$ cat config.mk
export PLATFORM = sky130hd
export DESIGN_NAME = cpu
export DESIGN_NICKNAME = d
export VERILOG_FILES = /design/src/ctrl_pkg.sv /design/src/isa_pkg.sv /design/src/alu.sv /design/src/cpu.sv /design/src/decode_stage.sv /design/src/execute_stage.sv /design/src/fetch_stage.sv /design/src/register_file.sv
export SDC_FILE = /design/constraint.sdc
export NUM_CORES = 1
export LEC_CHECK = 0
export ABC_CLOCK_PERIOD_IN_PS = 4150
export BUFFER_PORTS_ARGS = -buffer_cell sky130_fd_sc_hd__buf_2
export CORE_MARGIN = 2
export CORE_UTILIZATION = 35
export DETAILED_ROUTE_END_ITERATION = 10
export PLACE_DENSITY = 0.51
export SLEW_MARGIN = 10
export SYNTH_ARGS = -nofsm -noshare
export SYNTH_HDL_FRONTEND = slang
export SYNTH_SLANG_ARGS = --single-unit
$ cat constraint.sdc
create_clock -name clk -period 4.15 [get_ports clk]
set_input_delay 0.415 -clock clk [delete_from_list [all_inputs] [get_ports clk]]
set_output_delay 0.415 -clock clk [all_outputs]
set_load 0.05 [all_outputs]
$ cat src/ctrl_pkg.sv
package ctrl_pkg;

  // operations the alu knows about
  // lw and sw never look at the alu result, they reuse alu_add
  typedef enum logic [2:0] {
    alu_add = 3'd0,
    alu_sub = 3'd1,
    alu_xor = 3'd2,
    alu_sll = 3'd3,
    alu_sra = 3'd4,
    alu_ror = 3'd5,
    alu_llb = 3'd6,
    alu_lhb = 3'd7
  } alu_op_t;

  // where the register write data comes from
  typedef enum logic [1:0] {
    wb_alu     = 2'd0,
    wb_mem     = 2'd1,
    wb_pc_next = 2'd2
  } wb_sel_t;

  // fetch either runs or sits frozen after a halt
  typedef enum logic {
    fs_running = 1'b0,
    fs_halted  = 1'b1
  } fetch_state_t;

endpackage

$ cat src/isa_pkg.sv
package isa_pkg;

  // data words and byte addresses are both 16 bits
  typedef logic [15:0] word_t;

  // sixteen general registers, r0 reads as zero
  typedef logic [3:0] reg_idx_t;

  // immediate fields as they sit in the instruction word
  typedef logic [3:0] shamt_t;
  typedef logic [7:0] byte_t;
  typedef logic [3:0] mem_off_t;
  typedef logic [8:0] br_off_t;

  // instruction layout
  //   [15:12] opcode
  //   [11:8]  rd, or the store data register for sw
  //   [7:4]   rs
  //   [3:0]   rt, shift amount or memory offset
  //   llb/lhb keep their byte in [7:0]
  //   b keeps its condition in [11:9] and the offset in [8:0]
  typedef enum logic [3:0] {
    op_add = 4'd0,
    op_sub = 4'd1,
    op_xor = 4'd2,
    op_sll = 4'd4,
    op_sra = 4'd5,
    op_ror = 4'd6,
    op_lw  = 4'd8,
    op_sw  = 4'd9,
    op_llb = 4'd10,
    op_lhb = 4'd11,
    op_b   = 4'd12,
    op_br  = 4'd13,
    op_pcs = 4'd14,
    op_hlt = 4'd15
  } opcode_t;

  // branch conditions, evaluated on the flag register
  typedef enum logic [2:0] {
    cond_ne = 3'd0,
    cond_eq = 3'd1,
    cond_gt = 3'd2,
    cond_lt = 3'd3,
    cond_ge = 3'd4,
    cond_le = 3'd5,
    cond_ov = 3'd6,
    cond_un = 3'd7
  } cond_t;

  // flag vector ordered v, n, z from msb to lsb
  typedef logic [2:0] flags_t;
  localparam int flag_v = 2;
  localparam int flag_n = 1;
  localparam int flag_z = 0;

endpackage

$ cat src/alu.sv
module alu import isa_pkg::*, ctrl_pkg::*; (
  input  alu_op_t op,
  input  word_t   a,
  input  word_t   b,
  output word_t   result,
  output flags_t  flags
);

  word_t        sum, diff;
  logic [3:0]   sh;
  logic [31:0]  rot;
  logic         ovf_add, ovf_sub;

  assign sh   = b[3:0];
  assign sum  = a + b;
  assign diff = a - b;

  // rotate right by shifting a doubled copy
  assign rot = {a, a} >> sh;

  // signed overflow, the sign of the result disagrees with the operands
  assign ovf_add = (a[15] == b[15]) && (sum[15] != a[15]);
  assign ovf_sub = (a[15] != b[15]) && (diff[15] != a[15]);

  always_comb begin
    case (op)
      alu_add: result = sum;
      alu_sub: result = diff;
      alu_xor: result = a ^ b;
      alu_sll: result = a << sh;
      // arithmetic shift keeps the sign
      alu_sra: result = word_t'($signed(a) >>> sh);
      alu_ror: result = rot[15:0];
      // byte loads keep the other half of rd
      alu_llb: result = {a[15:8], b[7:0]};
      alu_lhb: result = {b[7:0], a[7:0]};
      default: result = sum;
    endcase
  end

  // v only means something for add and sub
  always_comb begin
    flags         = '0;
    flags[flag_z] = (result == 16'h0000);
    flags[flag_n] = result[15];
    case (op)
      alu_add: flags[flag_v] = ovf_add;
      alu_sub: flags[flag_v] = ovf_sub;
      default: flags[flag_v] = 1'b0;
    endcase
  end

endmodule

$ cat src/cpu.sv
module cpu import isa_pkg::*, ctrl_pkg::*; #(
  parameter word_t reset_pc = 16'h0000
) (
  input  logic  clk,
  input  logic  arst_n,
  input  word_t imem_data,
  input  word_t dmem_rdata,
  output logic  hlt,
  output word_t pc,
  output word_t imem_addr,
  output word_t dmem_addr,
  output word_t dmem_wdata,
  output logic  dmem_we
);

  // fetch to decode
  logic     if_valid, stop_fetch;
  word_t    if_instr, if_pc, fetch_pc;

  // decode to execute
  logic     id_valid, id_wr_en, id_store, id_load;
  logic     id_branch, id_branch_reg, id_halt;
  alu_op_t  id_op;
  word_t    id_a, id_b, id_imm, id_pc;
  reg_idx_t id_rd;
  wb_sel_t  id_wb_sel;
  flags_t   id_flag_en;
  cond_t    id_cond;

  // execute back to fetch and decode
  logic     redirect, wb_en;
  word_t    redirect_pc, wb_data;
  reg_idx_t wb_idx;

  fetch_stage #(.reset_pc(reset_pc)) u_fetch (
    .clk         (clk),
    .arst_n      (arst_n),
    .stop_fetch  (stop_fetch),
    .redirect    (redirect),
    .redirect_pc (redirect_pc),
    .imem_data   (imem_data),
    .imem_addr   (fetch_pc),
    .if_valid    (if_valid),
    .if_instr    (if_instr),
    .if_pc       (if_pc)
  );

  decode_stage u_decode (
    .clk (clk), .arst_n (arst_n),
    .if_valid (if_valid), .if_instr (if_instr), .if_pc (if_pc),
    .redirect (redirect),
    .wb_en (wb_en), .wb_idx (wb_idx), .wb_data (wb_data),
    .stop_fetch (stop_fetch), .id_valid (id_valid), .id_op (id_op),
    .id_a (id_a), .id_b (id_b), .id_imm (id_imm), .id_pc (id_pc),
    .id_rd (id_rd), .id_wb_sel (id_wb_sel), .id_wr_en (id_wr_en),
    .id_store (id_store), .id_load (id_load), .id_flag_en (id_flag_en),
    .id_cond (id_cond), .id_branch (id_branch),
    .id_branch_reg (id_branch_reg), .id_halt (id_halt)
  );

  execute_stage u_execute (
    .clk (clk), .arst_n (arst_n),
    .id_valid (id_valid), .id_op (id_op), .id_a (id_a), .id_b (id_b),
    .id_imm (id_imm), .id_pc (id_pc), .id_rd (id_rd), .id_wb_sel (id_wb_sel),
    .id_wr_en (id_wr_en), .id_store (id_store), .id_load (id_load),
    .id_flag_en (id_flag_en), .id_cond (id_cond), .id_branch (id_branch),
    .id_branch_reg (id_branch_reg), .id_halt (id_halt),
    .dmem_rdata (dmem_rdata),
    .redirect (redirect), .redirect_pc (redirect_pc),
    .wb_en (wb_en), .wb_idx (wb_idx), .wb_data (wb_data),
    .dmem_addr (dmem_addr), .dmem_wdata (dmem_wdata), .dmem_we (dmem_we),
    .hlt (hlt)
  );

  // the visible pc is the fetch address
  assign imem_addr = fetch_pc;
  assign pc        = fetch_pc;

endmodule

$ cat src/decode_stage.sv
module decode_stage import isa_pkg::*, ctrl_pkg::*; (
  input  logic     clk,
  input  logic     arst_n,
  input  logic     if_valid,
  input  word_t    if_instr,
  input  word_t    if_pc,
  input  logic     redirect,
  input  logic     wb_en,
  input  reg_idx_t wb_idx,
  input  word_t    wb_data,
  output logic     stop_fetch,
  output logic     id_valid,
  output alu_op_t  id_op,
  output word_t    id_a,
  output word_t    id_b,
  output word_t    id_imm,
  output word_t    id_pc,
  output reg_idx_t id_rd,
  output wb_sel_t  id_wb_sel,
  output logic     id_wr_en,
  output logic     id_store,
  output logic     id_load,
  output flags_t   id_flag_en,
  output cond_t    id_cond,
  output logic     id_branch,
  output logic     id_branch_reg,
  output logic     id_halt
);

  // instruction fields
  opcode_t  opcode;
  reg_idx_t rd, rs, rt;
  shamt_t   shamt;
  byte_t    imm_byte;
  mem_off_t mem_off;
  br_off_t  br_off;

  // decoded controls before the pipeline register
  alu_op_t  op;
  wb_sel_t  wb_sel;
  word_t    imm;
  flags_t   flag_en;
  logic     wr_en, store, load, branch, branch_reg, halt;
  reg_idx_t rd_idx_a, rd_idx_b;
  word_t    rd_data_a, rd_data_b;

  assign opcode   = opcode_t'(if_instr[15:12]);
  assign rd       = if_instr[11:8];
  assign rs       = if_instr[7:4];
  assign rt       = if_instr[3:0];
  assign shamt    = if_instr[3:0];
  assign imm_byte = if_instr[7:0];
  assign mem_off  = if_instr[3:0];
  assign br_off   = if_instr[8:0];

  // llb/lhb modify rd in place, sw stores the rd register
  assign rd_idx_a = (opcode == op_llb || opcode == op_lhb) ? rd : rs;
  assign rd_idx_b = (opcode == op_sw) ? rd : rt;

  // a halt in decode freezes fetch right away
  assign stop_fetch = if_valid && (opcode == op_hlt);

  always_comb begin
    op         = alu_add;
    wb_sel     = wb_alu;
    imm        = '0;
    flag_en    = 3'b000;
    wr_en      = 1'b0;
    store      = 1'b0;
    load       = 1'b0;
    branch     = 1'b0;
    branch_reg = 1'b0;
    halt       = 1'b0;
    case (opcode)
      // arithmetic sets all three flags
      op_add: begin
        op      = alu_add;
        wr_en   = 1'b1;
        flag_en = 3'b111;
      end
      op_sub: begin
        op      = alu_sub;
        wr_en   = 1'b1;
        flag_en = 3'b111;
      end
      // logic and shifts touch z only
      op_xor: begin
        op      = alu_xor;
        wr_en   = 1'b1;
        flag_en = 3'b001;
      end
      op_sll, op_sra, op_ror: begin
        op      = (opcode == op_sll) ? alu_sll : (opcode == op_sra) ? alu_sra : alu_ror;
        imm     = {12'h000, shamt};
        wr_en   = 1'b1;
        flag_en = 3'b001;
      end
      op_lw: begin
        imm    = {{12{mem_off[3]}}, mem_off};
        load   = 1'b1;
        wr_en  = 1'b1;
        wb_sel = wb_mem;
      end
      op_sw: begin
        imm   = {{12{mem_off[3]}}, mem_off};
        store = 1'b1;
      end
      op_llb, op_lhb: begin
        op    = (opcode == op_llb) ? alu_llb : alu_lhb;
        imm   = {8'h00, imm_byte};
        wr_en = 1'b1;
      end
      op_b: begin
        imm    = {{7{br_off[8]}}, br_off};
        branch = 1'b1;
      end
      // br jumps to rs, read on port a
      op_br:  branch_reg = 1'b1;
      op_pcs: begin
        wr_en  = 1'b1;
        wb_sel = wb_pc_next;
      end
      op_hlt: halt = 1'b1;
      // unused opcodes fall through as no-ops
      default: ;
    endcase
  end

  register_file u_regs (
    .clk       (clk),
    .arst_n    (arst_n),
    .rd_idx_a  (rd_idx_a),
    .rd_idx_b  (rd_idx_b),
    .wr_en     (wb_en),
    .wr_idx    (wb_idx),
    .wr_data   (wb_data),
    .rd_data_a (rd_data_a),
    .rd_data_b (rd_data_b)
  );

  // valid drops when execute redirects
  always_ff @(posedge clk or negedge arst_n) begin
    if (!arst_n) begin
      id_valid <= 1'b0;
    end else begin
      id_valid <= if_valid && !redirect;
    end
  end

  // everything else is qualified by id_valid in execute
  always_ff @(posedge clk) begin
    id_op         <= op;
    id_a          <= rd_data_a;
    id_b          <= rd_data_b;
    id_imm        <= imm;
    id_pc         <= if_pc;
    id_rd         <= rd;
    id_wb_sel     <= wb_sel;
    id_wr_en      <= wr_en;
    id_store      <= store;
    id_load       <= load;
    id_flag_en    <= flag_en;
    id_cond       <= cond_t'(if_instr[11:9]);
    id_branch     <= branch;
    id_branch_reg <= branch_reg;
    id_halt       <= halt;
  end

endmodule

$ cat src/execute_stage.sv
module execute_stage import isa_pkg::*, ctrl_pkg::*; (
  input  logic     clk,
  input  logic     arst_n,
  input  logic     id_valid,
  input  alu_op_t  id_op,
  input  word_t    id_a,
  input  word_t    id_b,
  input  word_t    id_imm,
  input  word_t    id_pc,
  input  reg_idx_t id_rd,
  input  wb_sel_t  id_wb_sel,
  input  logic     id_wr_en,
  input  logic     id_store,
  input  logic     id_load,
  input  flags_t   id_flag_en,
  input  cond_t    id_cond,
  input  logic     id_branch,
  input  logic     id_branch_reg,
  input  logic     id_halt,
  input  word_t    dmem_rdata,
  output logic     redirect,
  output word_t    redirect_pc,
  output logic     wb_en,
  output reg_idx_t wb_idx,
  output word_t    wb_data,
  output word_t    dmem_addr,
  output word_t    dmem_wdata,
  output logic     dmem_we,
  output logic     hlt
);

  word_t  alu_b, alu_result, pc_next, mem_addr, imm_x2;
  flags_t alu_flags, flags_q;
  logic   live, cond_met, mem_access, halted_q;

  // nothing commits once halted
  assign live = id_valid && !halted_q;

  // shifts and byte loads take their second operand from the instruction
  always_comb begin
    case (id_op)
      alu_sll, alu_sra, alu_ror, alu_llb, alu_lhb: alu_b = id_imm;
      default: alu_b = id_b;
    endcase
  end

  alu u_alu (
    .op     (id_op),
    .a      (id_a),
    .b      (alu_b),
    .result (alu_result),
    .flags  (alu_flags)
  );

  // only the enabled flag bits move
  always_ff @(posedge clk or negedge arst_n) begin
    if (!arst_n) begin
      flags_q <= '0;
    end else if (live) begin
      for (int i = 0; i < 3; i++) begin
        if (id_flag_en[i]) begin
          flags_q[i] <= alu_flags[i];
        end
      end
    end
  end

  // conditions look at the flags left by older instructions
  always_comb begin
    case (id_cond)
      cond_ne: cond_met = !flags_q[flag_z];
      cond_eq: cond_met = flags_q[flag_z];
      cond_gt: cond_met = !flags_q[flag_z] && !flags_q[flag_n];
      cond_lt: cond_met = flags_q[flag_n];
      cond_ge: cond_met = flags_q[flag_z] || !flags_q[flag_n];
      cond_le: cond_met = flags_q[flag_n] || flags_q[flag_z];
      cond_ov: cond_met = flags_q[flag_v];
      default: cond_met = 1'b1;
    endcase
  end

  // offsets count half-words
  assign imm_x2  = {id_imm[14:0], 1'b0};
  assign pc_next = id_pc + 16'd2;

  // br is unconditional, b follows its condition
  assign redirect    = live && ((id_branch && cond_met) || id_branch_reg);
  assign redirect_pc = id_branch_reg ? id_a : pc_next + imm_x2;

  // word-aligned base plus scaled offset
  assign mem_addr   = {id_a[15:1], 1'b0} + imm_x2;
  assign mem_access = live && (id_load || id_store);
  assign dmem_addr  = mem_access ? mem_addr : '0;
  assign dmem_wdata = id_b;
  assign dmem_we    = live && id_store;

  // pcs writes the address after itself
  always_comb begin
    case (id_wb_sel)
      wb_mem:     wb_data = dmem_rdata;
      wb_pc_next: wb_data = pc_next;
      default:    wb_data = alu_result;
    endcase
  end

  assign wb_en  = live && id_wr_en;
  assign wb_idx = id_rd;

  // sticky until reset
  always_ff @(posedge clk or negedge arst_n) begin
    if (!arst_n) begin
      halted_q <= 1'b0;
    end else if (live && id_halt) begin
      halted_q <= 1'b1;
    end
  end

  assign hlt = halted_q;

endmodule

$ cat src/fetch_stage.sv
module fetch_stage import isa_pkg::*, ctrl_pkg::*; #(
  parameter word_t reset_pc = 16'h0000
) (
  input  logic  clk,
  input  logic  arst_n,
  input  logic  stop_fetch,
  input  logic  redirect,
  input  word_t redirect_pc,
  input  word_t imem_data,
  output word_t imem_addr,
  output logic  if_valid,
  output word_t if_instr,
  output word_t if_pc
);

  fetch_state_t state_q, state_d;
  word_t pc_q, pc_d;
  logic  load_valid;

  // a redirect from execute wins over a halt sitting in decode
  // since that halt is on the wrong path and gets flushed
  always_comb begin
    state_d = state_q;
    pc_d    = pc_q + 16'd2;
    case (state_q)
      fs_running: begin
        if (redirect) begin
          pc_d = redirect_pc;
        end else if (stop_fetch) begin
          // hold the pc on the word after the hlt
          pc_d    = pc_q;
          state_d = fs_halted;
        end
      end
      default: begin
        // frozen until reset
        pc_d = pc_q;
      end
    endcase
  end

  // only a running fetch with no flush or stop hands decode a real instruction
  assign load_valid = (state_q == fs_running) && !redirect && !stop_fetch;

  always_ff @(posedge clk or negedge arst_n) begin
    if (!arst_n) begin
      state_q  <= fs_running;
      pc_q     <= reset_pc;
      if_valid <= 1'b0;
    end else begin
      state_q  <= state_d;
      pc_q     <= pc_d;
      if_valid <= load_valid;
    end
  end

  // instruction and its address, qualified by if_valid
  always_ff @(posedge clk) begin
    if_instr <= imem_data;
    if_pc    <= pc_q;
  end

  // imem answers in the same cycle
  assign imem_addr = pc_q;

endmodule

$ cat src/register_file.sv
module register_file import isa_pkg::*; (
  input  logic     clk,
  input  logic     arst_n,
  input  reg_idx_t rd_idx_a,
  input  reg_idx_t rd_idx_b,
  input  logic     wr_en,
  input  reg_idx_t wr_idx,
  input  word_t    wr_data,
  output word_t    rd_data_a,
  output word_t    rd_data_b
);

  word_t regs [16];
  logic  wr_live;

  // writes to r0 are dropped so it stays zero
  assign wr_live = wr_en && (wr_idx != 4'd0);

  always_ff @(posedge clk or negedge arst_n) begin
    if (!arst_n) begin
      for (int i = 0; i < 16; i++) begin
        regs[i] <= '0;
      end
    end else if (wr_live) begin
      regs[wr_idx] <= wr_data;
    end
  end

  // write-through bypass
  // the instruction in execute writes back while its successor reads here
  always_comb begin
    rd_data_a = regs[rd_idx_a];
    rd_data_b = regs[rd_idx_b];
    if (wr_live && (wr_idx == rd_idx_a)) begin
      rd_data_a = wr_data;
    end
    if (wr_live && (wr_idx == rd_idx_b)) begin
      rd_data_b = wr_data;
    end
  end

endmodule

; After elaboration in Yosys (flattened, before gate mapping)
; Index checks and enable logic that the tools add are counted.
[op_classes]
n_addsub = 6
magnitude_cmp = 4
eq_ne = 35
shift = 3
muxes = 38
n_bitwise = 5
n_reduce_logical = 44
[ops]
columns = op, count
row1 = 256-bit bitwise mux, 1
row2 = 16-bit two-way mux, 12
row3 = 16-bit binary-select mux with 4-bit select, 2
row4 = 16-bit one-hot mux with 8 select lines, 1
row5 = 16-bit demux with 4-bit select, 1
row6 = 16-bit one-hot mux with 4 select lines, 1
row7 = 16-bit adder, 3
row8 = 16-bit by 2-bit adder with 16-bit output (second input constant), 2
row9 = 4-bit equality test (second input constant), 8
row10 = 16-bit one-hot mux with 2 select lines, 1
row11 = 32-bit by 4-bit >> shifter with 16-bit output, 1
row12 = 3-bit equality test (second input constant), 7
row13 = 1-bit logical AND, 18
row14 = 16-bit logical NOT, 1
row15 = 16-bit by 4-bit << shifter with 16-bit output, 1
row16 = 16-bit by 4-bit >>> shifter with 16-bit output, 1
row17 = 16-bit subtractor, 1
row18 = 16-bit bitwise XOR, 1
row19 = 5-bit >= comparator (second input constant), 3
row20 = 4-bit inverter with 5-bit output, 3
row21 = 3-bit by 2-bit equality test with 1-bit output (second input constant), 4
row22 = 4-bit by 3-bit equality test with 1-bit output (second input constant), 3
row23 = 3-bit one-hot mux with 4 select lines, 1
row24 = 1-bit two-way mux, 11
row25 = 28 further kinds, 47
[word_totals]
ff_bits = 396
inputBits = 34
output_inout_bits = 66

; Depth between registers and ports, before layout
; Gate-level depths: netlist (run 1).
[logic_depth]
word_depth = 9
ltp_mapped = 21

; Modules after synthesis
; Synthesis (run 1) repeated with hierarchy kept, for this count alone.
[unflattened]
hier_cells = 2179
area_unflattened_um2 = 25081.6
[modules_own_cells]
columns = module, instances, cells_per_inst, area_per_inst_um2, seq_area_each_um2
row1 = register_file, 1, 885, 14166.1, 6406.1
row2 = alu, 1, 571, 4124.0, 0.0
row3 = execute_stage, 1, 394, 2803.9, 100.1
row4 = decode_stage, 1, 153, 2097.0, 1506.4
row5 = fetch_stage, 1, 160, 1770.4, 1091.0
row6 = cpu, 1, 16, 120.1, 0.0

; Least setup slack after synthesis (run 1)
; Ideal clock, no wire load.
[synth_path]
kind = register to register
startpoint = register u_decode.id_op[0]
endpoint = register u_decode.u_regs.regs[109] (netlist name)
t_arrival_ns = 4.208
required_ns = 4.025
slack_ns = -0.183
path_stages_with_launch = 21
path_cell_list = dfxtp_1 buf_6 a21oi_4 mux2i_4 inv_2 buf_2 buf_2 ha_1 clkbuf_1 nand2b_1 a221oi_2 or4_1 a31oi_2 o311ai_2 and3_1 o21ai_0 o211ai_1 nor2_1 nor2_1 buf_2 mux2_2
[synth_between]
elab_chain_len = 7
elab_cells_between_ends = 19
cone_classes = 2 x add/sub / 7 x eq/ne / 3 x shift / 4 x mux / 1 x bitwise / 2 x reduce/logical
[synth_rtl]
columns = element, line_no
row1 = "start, declared", decode_stage.sv:13  ; output alu_op_t id_op,
row2 = "start signal, assigned", decode_stage.sv:152  ; id_op <= op;
row3 = 3-bit by 2-bit equality test with 1-bit output or 3-bit equality test (tied branches), "alu.sv:26, execute_stage.sv:41"
row4 = 5-bit OR reduction, execute_stage.sv:41  ; case (id_op)
row5 = 16-bit two-way mux, execute_stage.sv:41
row6 = 16-bit subtractor (tied with other cells), alu.sv:16  ; assign diff = a - b;
row7 = 16-bit one-hot mux with 8 select lines *, alu.sv:26  ; case (op)
row8 = 16-bit one-hot mux with 2 select lines *, execute_stage.sv:99  ; case (id_wb_sel)
row9 = 256-bit bitwise mux *, register_file.sv:25  ; regs[wr_idx] <= wr_data;
row10 = "end signal, assigned by index", register_file.sv:25
row11 = "end, declared", register_file.sv:13  ; word_t regs [16];
; Every way passes the cells marked *; elsewhere a longest branch is shown, timed or not.
; A chain may end at the register's enable or synchronous reset.

; Worst setup path after layout (run 1)
[layout_path]
startpoint = register u_decode.id_op[2]
endpoint = register u_decode.id_b[2]
[layout_between]
elab_chain_len = 7
elab_cells_between_ends = 19
cone_classes = 2 x add/sub / 7 x eq/ne / 3 x shift / 4 x mux / 1 x bitwise / 2 x reduce/logical
[layout_rtl]
columns = element, line_no
row1 = 3-bit by 2-bit equality test with 1-bit output or 3-bit equality test (tied branches), "alu.sv:26, execute_stage.sv:41"
row2 = 5-bit OR reduction, execute_stage.sv:41
row3 = 16-bit two-way mux, execute_stage.sv:41
row4 = 16-bit subtractor (tied with other cells), alu.sv:16
row5 = 16-bit one-hot mux with 8 select lines *, alu.sv:26
row6 = 16-bit one-hot mux with 2 select lines *, execute_stage.sv:99
row7 = 16-bit two-way mux *, register_file.sv:37  ; if (wr_live && (wr_idx == rd_idx_b)) begin
row8 = net u_decode.rd_data_b[2], decode_stage.sv:45  ; word_t rd_data_a, rd_data_b;
row9 = "end signal, assigned", decode_stage.sv:154  ; id_b <= rd_data_b;
row10 = "end, declared", decode_stage.sv:15  ; output word_t id_b,
; The timed path passes the listed nets; every way through them passes the cells marked *.

==> flow_metrics.tcl, run 1 <==
set metrics [dict create \
    finalHoldViolations 0 \
    drt-pass1-iter-count 6 \
    drt_iter0_markers 1879 \
    cp.required_ns 4.60 \
    report.final.slew_viol_count 0 \
    max-vdd-ir-drop_uv 511 \
    area_growth_pct 18.0 \
    period_needed_ns 4.07 \
    powerDensity_nw_per_um2 675 \
    mostFrequentLayoutCells "nand2_1 (492), dfrtp_1 (279), buf_4 (184)" \
    antenna_found_initial 2 \
    initial_utilization_pct 35.5 \
    remaining_drc_errors 0 \
    rows 96 \
    core_um2 68700 \
    crit_start "u_decode.id_op[2]" \
    post-synth-top-area-fraction_pct 28.7 \
    cp_slowest_stage_delay_ns 0.50 \
    synth_top_family_by_area "compound AO/OA/AOI/OAI gates" \
    synthSimpleGateAreaFrac_pct 15.4 \
    routed_wl_um 94600 \
    io_buffers 98 \
    synth_compound_area_share_pct 20.1 \
    final_common_cell "nand2_1" \
    post-route-period-util_pct 98.2 \
    die_w_um 268 \
    clock-root-buffer "clkbuf_16" \
    rr_startpoint "u_decode.id_op[2]" \
    synth-xor-area-share_pct 2.09 \
    drive_above_1_share_pct 22.3 \
    largest_register_ff_count 256 \
    dr_total_vias 21956 \
    synth_top_cell_by_area "dfrtp_1" \
    top_register "u_decode.u_regs.regs" \
    cp-start-kind "register" \
    hold_class "register to register" \
    synth_nets 2805 \
    antenna_left 0 \
    async_flop_share_pct 72.5 \
    outcome "finished, final reports clean" \
    cts_tree "built" \
    clock_skew_ns 0.0529 \
    muxShareOfSynthArea_pct 16.0 \
    grt_pass1_wl_um 142000 \
    leakage_nw 12.5 \
    synth_area_per_cell_um2 9.00 \
    syn_inst 2706 \
    overflow 0 \
    synth-edff-count 0 \
    avgRoutedWirePerCell_um 25.0 \
    io_pins 100 \
    clock_path_buffers 3 \
    die_h_um 268 \
    nNetsFinal 2918 \
    ys_types 95 \
    yosys-top-cells-area "dfrtp_1 (29%), dfxtp_1 (8.7%), nand2_1 (7.7%)" \
    seq_area_frac_synth_pct 37.4 \
    clock.fmax_mhz 245 \
    arrival_ns 4.52 \
    hp-start "u_fetch.if_pc[3]" \
    placed_area_um2 26800 \
    synth_flop_cell "dfrtp_1" \
    cp_slowest_cell "dfxtp_1" \
    cts.sink_count 385 \
    dp_slack_ns -0.288 \
    relSlewSlack_pct 40.3 \
    finalWorstSetupSlack_ns 0.0766 \
    htree_levels 2 \
    critical_path_class "register to register" \
    gp_congestion 0.950 \
    insertion_delay_ns 0.62 \
    worstPathCellList "a21o_1, buf_4, buf_4, mux2_2, buf_4, a222oi_1, nor2_1, a211oi_1, nor3_1, a21oi_1, o21ai_1, buf_4, o21ai_0" \
    dp_hpwl_um 65800 \
    cp_max_fo 17 \
    first_global_vias 21882 \
    synth-adder-area-share_pct 3.47 \
    cts_buffers 45 \
    die_area_um2 71700 \
    grt_max_degree 111 \
    maxCapViolCount 0 \
    timing.critical_path.buf_inv 4 \
    netlist_area_um2 24400 \
    vias_per_cell 5.80 \
    ys_seq_elements 385 \
    cpMostUsedCell "buf_4" \
    worst_pin_slew_ns 0.892 \
    path_clk_slew_ns 0.06 \
    crit_family "compound AO/OA/AOI/OAI gates" \
    yosys_warnings 0 \
    grt.total_usage_pct 26.3 \
    fin_area_um2 28700 \
    setup_viol 0 \
    cp-end-kind "register" \
]
-- through the flow --
step	TNS, ns	cells	util (%)	total power (W)	hold WS [ns]
6_report	0	3787	41.8	0.0194	0.326
5_1_grt	-0.0117	3786	41.8	0.0205	0.332
4_1_cts	0	3785	41.7	0.0193	0.324
3_5_place_dp	-4.61	3684	39.1	0.0149	0.312
3_3_place_gp	-1.90	3684	39.1	0.0148	0.310
2_1_floorplan	-0.454	2706	-	0.0119	0.119
-- routing by layer --
metal / global-route usage [%] / vias to the layer above / wire, um
met5: 0 / - / 0
met4: 11.4 / 0 / 4090
met3: 3.33 / 216 / 5560
met2: 43.8 / 778 / 45300
met1: 34.3 / 10955 / 39600
li1: - / 10007 / -
-- worst paths after layout --
kind                                              to  slack, ns  cells after the start
min                                u_decode.id_pc[3]       0.33                      0
min reg2reg                        u_decode.id_pc[3]       0.33                      0
max                                 u_decode.id_b[2]       0.08                     13
min in group asynchronous  u_decode.u_regs.regs[218]       0.47                      2
max reg2reg                         u_decode.id_b[2]       0.08                     13
max in group asynchronous  u_decode.u_regs.regs[195]       2.70                      3
-- Yosys cell counts (20+ instances only) --
| cell type | instances |
|---|---|
| buf_4 | 20 |
| o21ai_0 | 180 |
| mux2_2 | 127 |
| mux4_2 | 68 |
| buf_2 | 26 |
| xnor2_1 | 40 |
| o211ai_1 | 26 |
| nor2_1 | 100 |
| dfrtp_1 | 279 |
| a21o_1 | 25 |
| nor3_1 | 33 |
| ha_1 | 62 |
| clkbuf_1 | 183 |
| o21ai_1 | 24 |
| a31oi_1 | 63 |
| a211oi_1 | 110 |
| a311oi_1 | 35 |
| dfxtp_1 | 106 |
| and2_1 | 80 |
| a21oi_1 | 136 |
| nand2_1 | 499 |
| mux2i_1 | 87 |
| nand3_1 | 54 |
| inv_1 | 58 |
-- cells by family (layout without fill, tap and decap cells) --
group | Yosys count | count (layout)
compound gates | 746 | 746
xor+xnor | 58 | 58
fa+ha+maj | 66 | 66
buf+inv | 314 | 463
flops | 385 | 385
mux | 285 | 285
other cells | 1 | 2
simple gates | 851 | 851
-- repair_timing --
item,in CTS,in global routing
hold buffers,17,0
gates resized for setup,5,26
pin swaps,1,5
hold endpoints to repair,123,0
buffers inserted,1,1
setup endpoints to repair,19,91
-- final cells by class --
type | instances | area (um2)
fillers | 6800 | 40000
multi-input cells | 2007 | 14200
flip-flops and latches | 385 | 9110
repair buffers | 318 | 2460
clock buffers | 57 | 1250
well taps | 931 | 1160
clock inverters | 26 | 352
inverters | 62 | 240
diodes | 1 | 2.50
-- worst register-to-register path, cell delays in order, from the launching register on --
cell and delay, ns:
dfxtp_1 0.50, a21o_1 0.15, buf_4 0.22, buf_4 0.20
mux2_2 0.46, buf_4 0.21, a222oi_1 0.48, nor2_1 0.09
a211oi_1 0.32, nor3_1 0.11, a21oi_1 0.43, o21ai_1 0.20
buf_4 0.26, o21ai_0 0.32
-- where the power goes --
part | total [W] | switching (W) | internal [W]
clock network | 0.00428 | 0.00178 | 0.00249
registers | 0.00639 | 0.00126 | 0.00513
logic | 0.00873 | 0.00518 | 0.00354
total | 0.0194 | 0.00823 | 0.0112
Power figures use the tool's default switching activity.
==> run 2, diff against run 1 <==
Settings changed: ABC_CLOCK_PERIOD_IN_PS 4150 to 3400, SKIP_CTS_REPAIR_TIMING set to 1.
Clock period 4.15 ns to 3.4 ns, I/O delays scaled along.
==> run 2 against run 1 <==
The run now ends with setup timing left. Sequential share of layout area decreased by 2.4 points. Combinational power increased by 45%. Sequential power increased by 22%. Worst hold slack got worse by 0.034 ns. First-iteration DRC count increased by 10%. Setup slack got worse by 0.53 ns. Register-to-register slack got worse by 0.47 ns. Critical path depth increased by 1. Total power increased by 32%. Cell area increased by 8.5%. Largest power group unchanged.
==> flow_metrics.tcl, run 2 (synthesis gave the netlist of run 1 again) <==
set metrics [dict create \
    die_area_um2 71700 \
    post-place-cells 3829 \
    rows 96 \
    leakage_nw 13.7 \
    diodes 0 \
    max-vdd-ir-drop_uv 437 \
    initial_utilization_pct 35.5 \
    cp_max_fo 2 \
    finalHoldViolations 0 \
    io_pins 100 \
    htree_levels 2 \
    maxCapViolCount 0 \
    cts_tree "built" \
    drt_iter0_markers 2070 \
    drive_above_1_share_pct 30.4 \
    overflow 0 \
    post-route-period-util_pct 113 \
    routed_wl_um 98100 \
    arrival_ns 3.52 \
    cp_num_cells 14 \
    first_global_vias 22129 \
    cp-end-kind "output port" \
    core_um2 68700 \
    path_clk_slew_ns 0.06 \
    nNetsFinal 3110 \
    r2r_cells 18 \
    remaining_drc_errors 0 \
    io_buffers 98 \
    worst_pin_slew_ns 1.01 \
    dr_total_vias 22733 \
    outcome "finished with violations" \
    cts.sink_count 385 \
    report.final.slew_viol_count 0 \
    period_needed_ns 3.86 \
    final_common_cell "nand2_1" \
    drt-pass1-iter-count 8 \
    area_growth_pct 28.0 \
    cpMostUsedCell "a21o_1" \
    cp-start-kind "register" \
    setup_viol 260 \
    dp_hpwl_um 68300 \
    die_w_um 268 \
    grt_pass1_wl_um 142000 \
    mostFrequentLayoutCells "nand2_1 (498), buf_4 (334), dfrtp_1 (279)" \
    finalWorstSetupSlack_ns -0.456 \
    grt.total_usage_pct 26.5 \
    crit_family "compound AO/OA/AOI/OAI gates" \
    grt_setup_unrepaired "true" \
    clock-root-buffer "clkbuf_16" \
    largest_register_ff_count 256 \
    antenna_found_initial 0 \
    relSlewSlack_pct 32.5 \
    clock.fmax_mhz 259 \
    clock_skew_ns 0.0429 \
    clock_path_buffers 3 \
    cp_slowest_cell "o41ai_2" \
    violations "setup timing" \
    antenna_left 0 \
    total_power_w 0.0256 \
    hold_class "primary input to async pin" \
    instances_no_fill 3981 \
    critical_path_class "register to output port" \
    worstPathCellList "buf_8, ha_4, fa_2, a21o_1, a21o_1, a21o_1, a21o_1, a21oi_2, o21ai_2, o41ai_2, buf_4, xor2_1, nor2_1, buf_6" \
    die_h_um 268 \
    gp_congestion 0.930 \
    powerDensity_nw_per_um2 820 \
    vias_per_cell 5.71 \
    timing.critical_path.buf_inv 3 \
    top_register "u_decode.u_regs.regs" \
    tns_ns -50.27 \
    avgRoutedWirePerCell_um 24.6 \
    cts_buffers 47 \
    grt_max_degree 90 \
    cp.required_ns 3.06 \
    insertion_delay_ns 0.61 \
    cp_slowest_stage_delay_ns 0.39 \
]
-- run 2: cell type report --
type	count	area (um2)
Clock buffer	72	1380
Clock inverter	16	201
Fill cell	6634	37500
Inverter	62	248
Multi-Input combinational cell	2009	14800
Sequential cell	385	9120
Tap cell	931	1160
Timing Repair Buffer	505	4220
Timing Repair inverter	1	8.76
-- run 2: metrics by stage --
stage | cell area (um2) | hold WS, ns | utilization [%] | setup slack (ns)
6_report | 31200 | 0.292 | 45.4 | -0.456
5_1_grt | 31200 | 0.338 | 45.4 | -0.645
4_1_cts | 29700 | -0.273 | 43.2 | -0.875
3_5_place_dp | 28100 | 0.312 | 40.9 | -0.596
3_3_place_gp | 28100 | 0.311 | 40.9 | -0.529
2_1_floorplan | 24500 | 0.0444 | - | -0.794
-- run 2: final timing paths --
path	from	end	slack, ns
max	u_decode.id_imm[0]	dmem_addr[13]	-0.46
min	arst_n	u_decode.u_regs.regs[154]	0.29
max reg2reg	u_decode.id_op[1]	u_execute.flags_q[0]	-0.39
min reg2reg	u_fetch.if_pc[14]	u_decode.id_pc[14]	0.33
max in group asynchronous	arst_n	u_execute.flags_q[0]	2.19
min in group clk	u_fetch.if_pc[14]	u_decode.id_pc[14]	0.33
-- run 2: per-layer routing --
layer	track usage [%]	up-vias	wire, um
li1	-	10420	-
met1	33.8	11338	41100
met2	44.7	764	47300
met3	3.62	211	5140
met4	11.9	0	4520
met5	0	-	0
-- run 2: report_power, final --
group          internal [W]  switching, W
sequential          0.00627       0.00151
clock               0.00304       0.00206
combinational       0.00565       0.00704
total                0.0150        0.0106
-- run 2: worst register-to-register path, stage by stage (launching register included) --
cell and delay [ns]:
dfxtp_4 0.36, a21oi_4 0.18, buf_12 0.13, mux2i_4 0.26
inv_4 0.06, ha_4 0.28, nand2b_4 0.13, a221oi_4 0.04
or4_4 0.54, buf_6 0.15, a31oi_4 0.23, o311ai_4 0.13
and3_1 0.22, o21ai_1 0.12, o211ai_1 0.12, buf_4 0.17
nor4_2 0.28, nand4b_1 0.18, o21ai_2 0.14
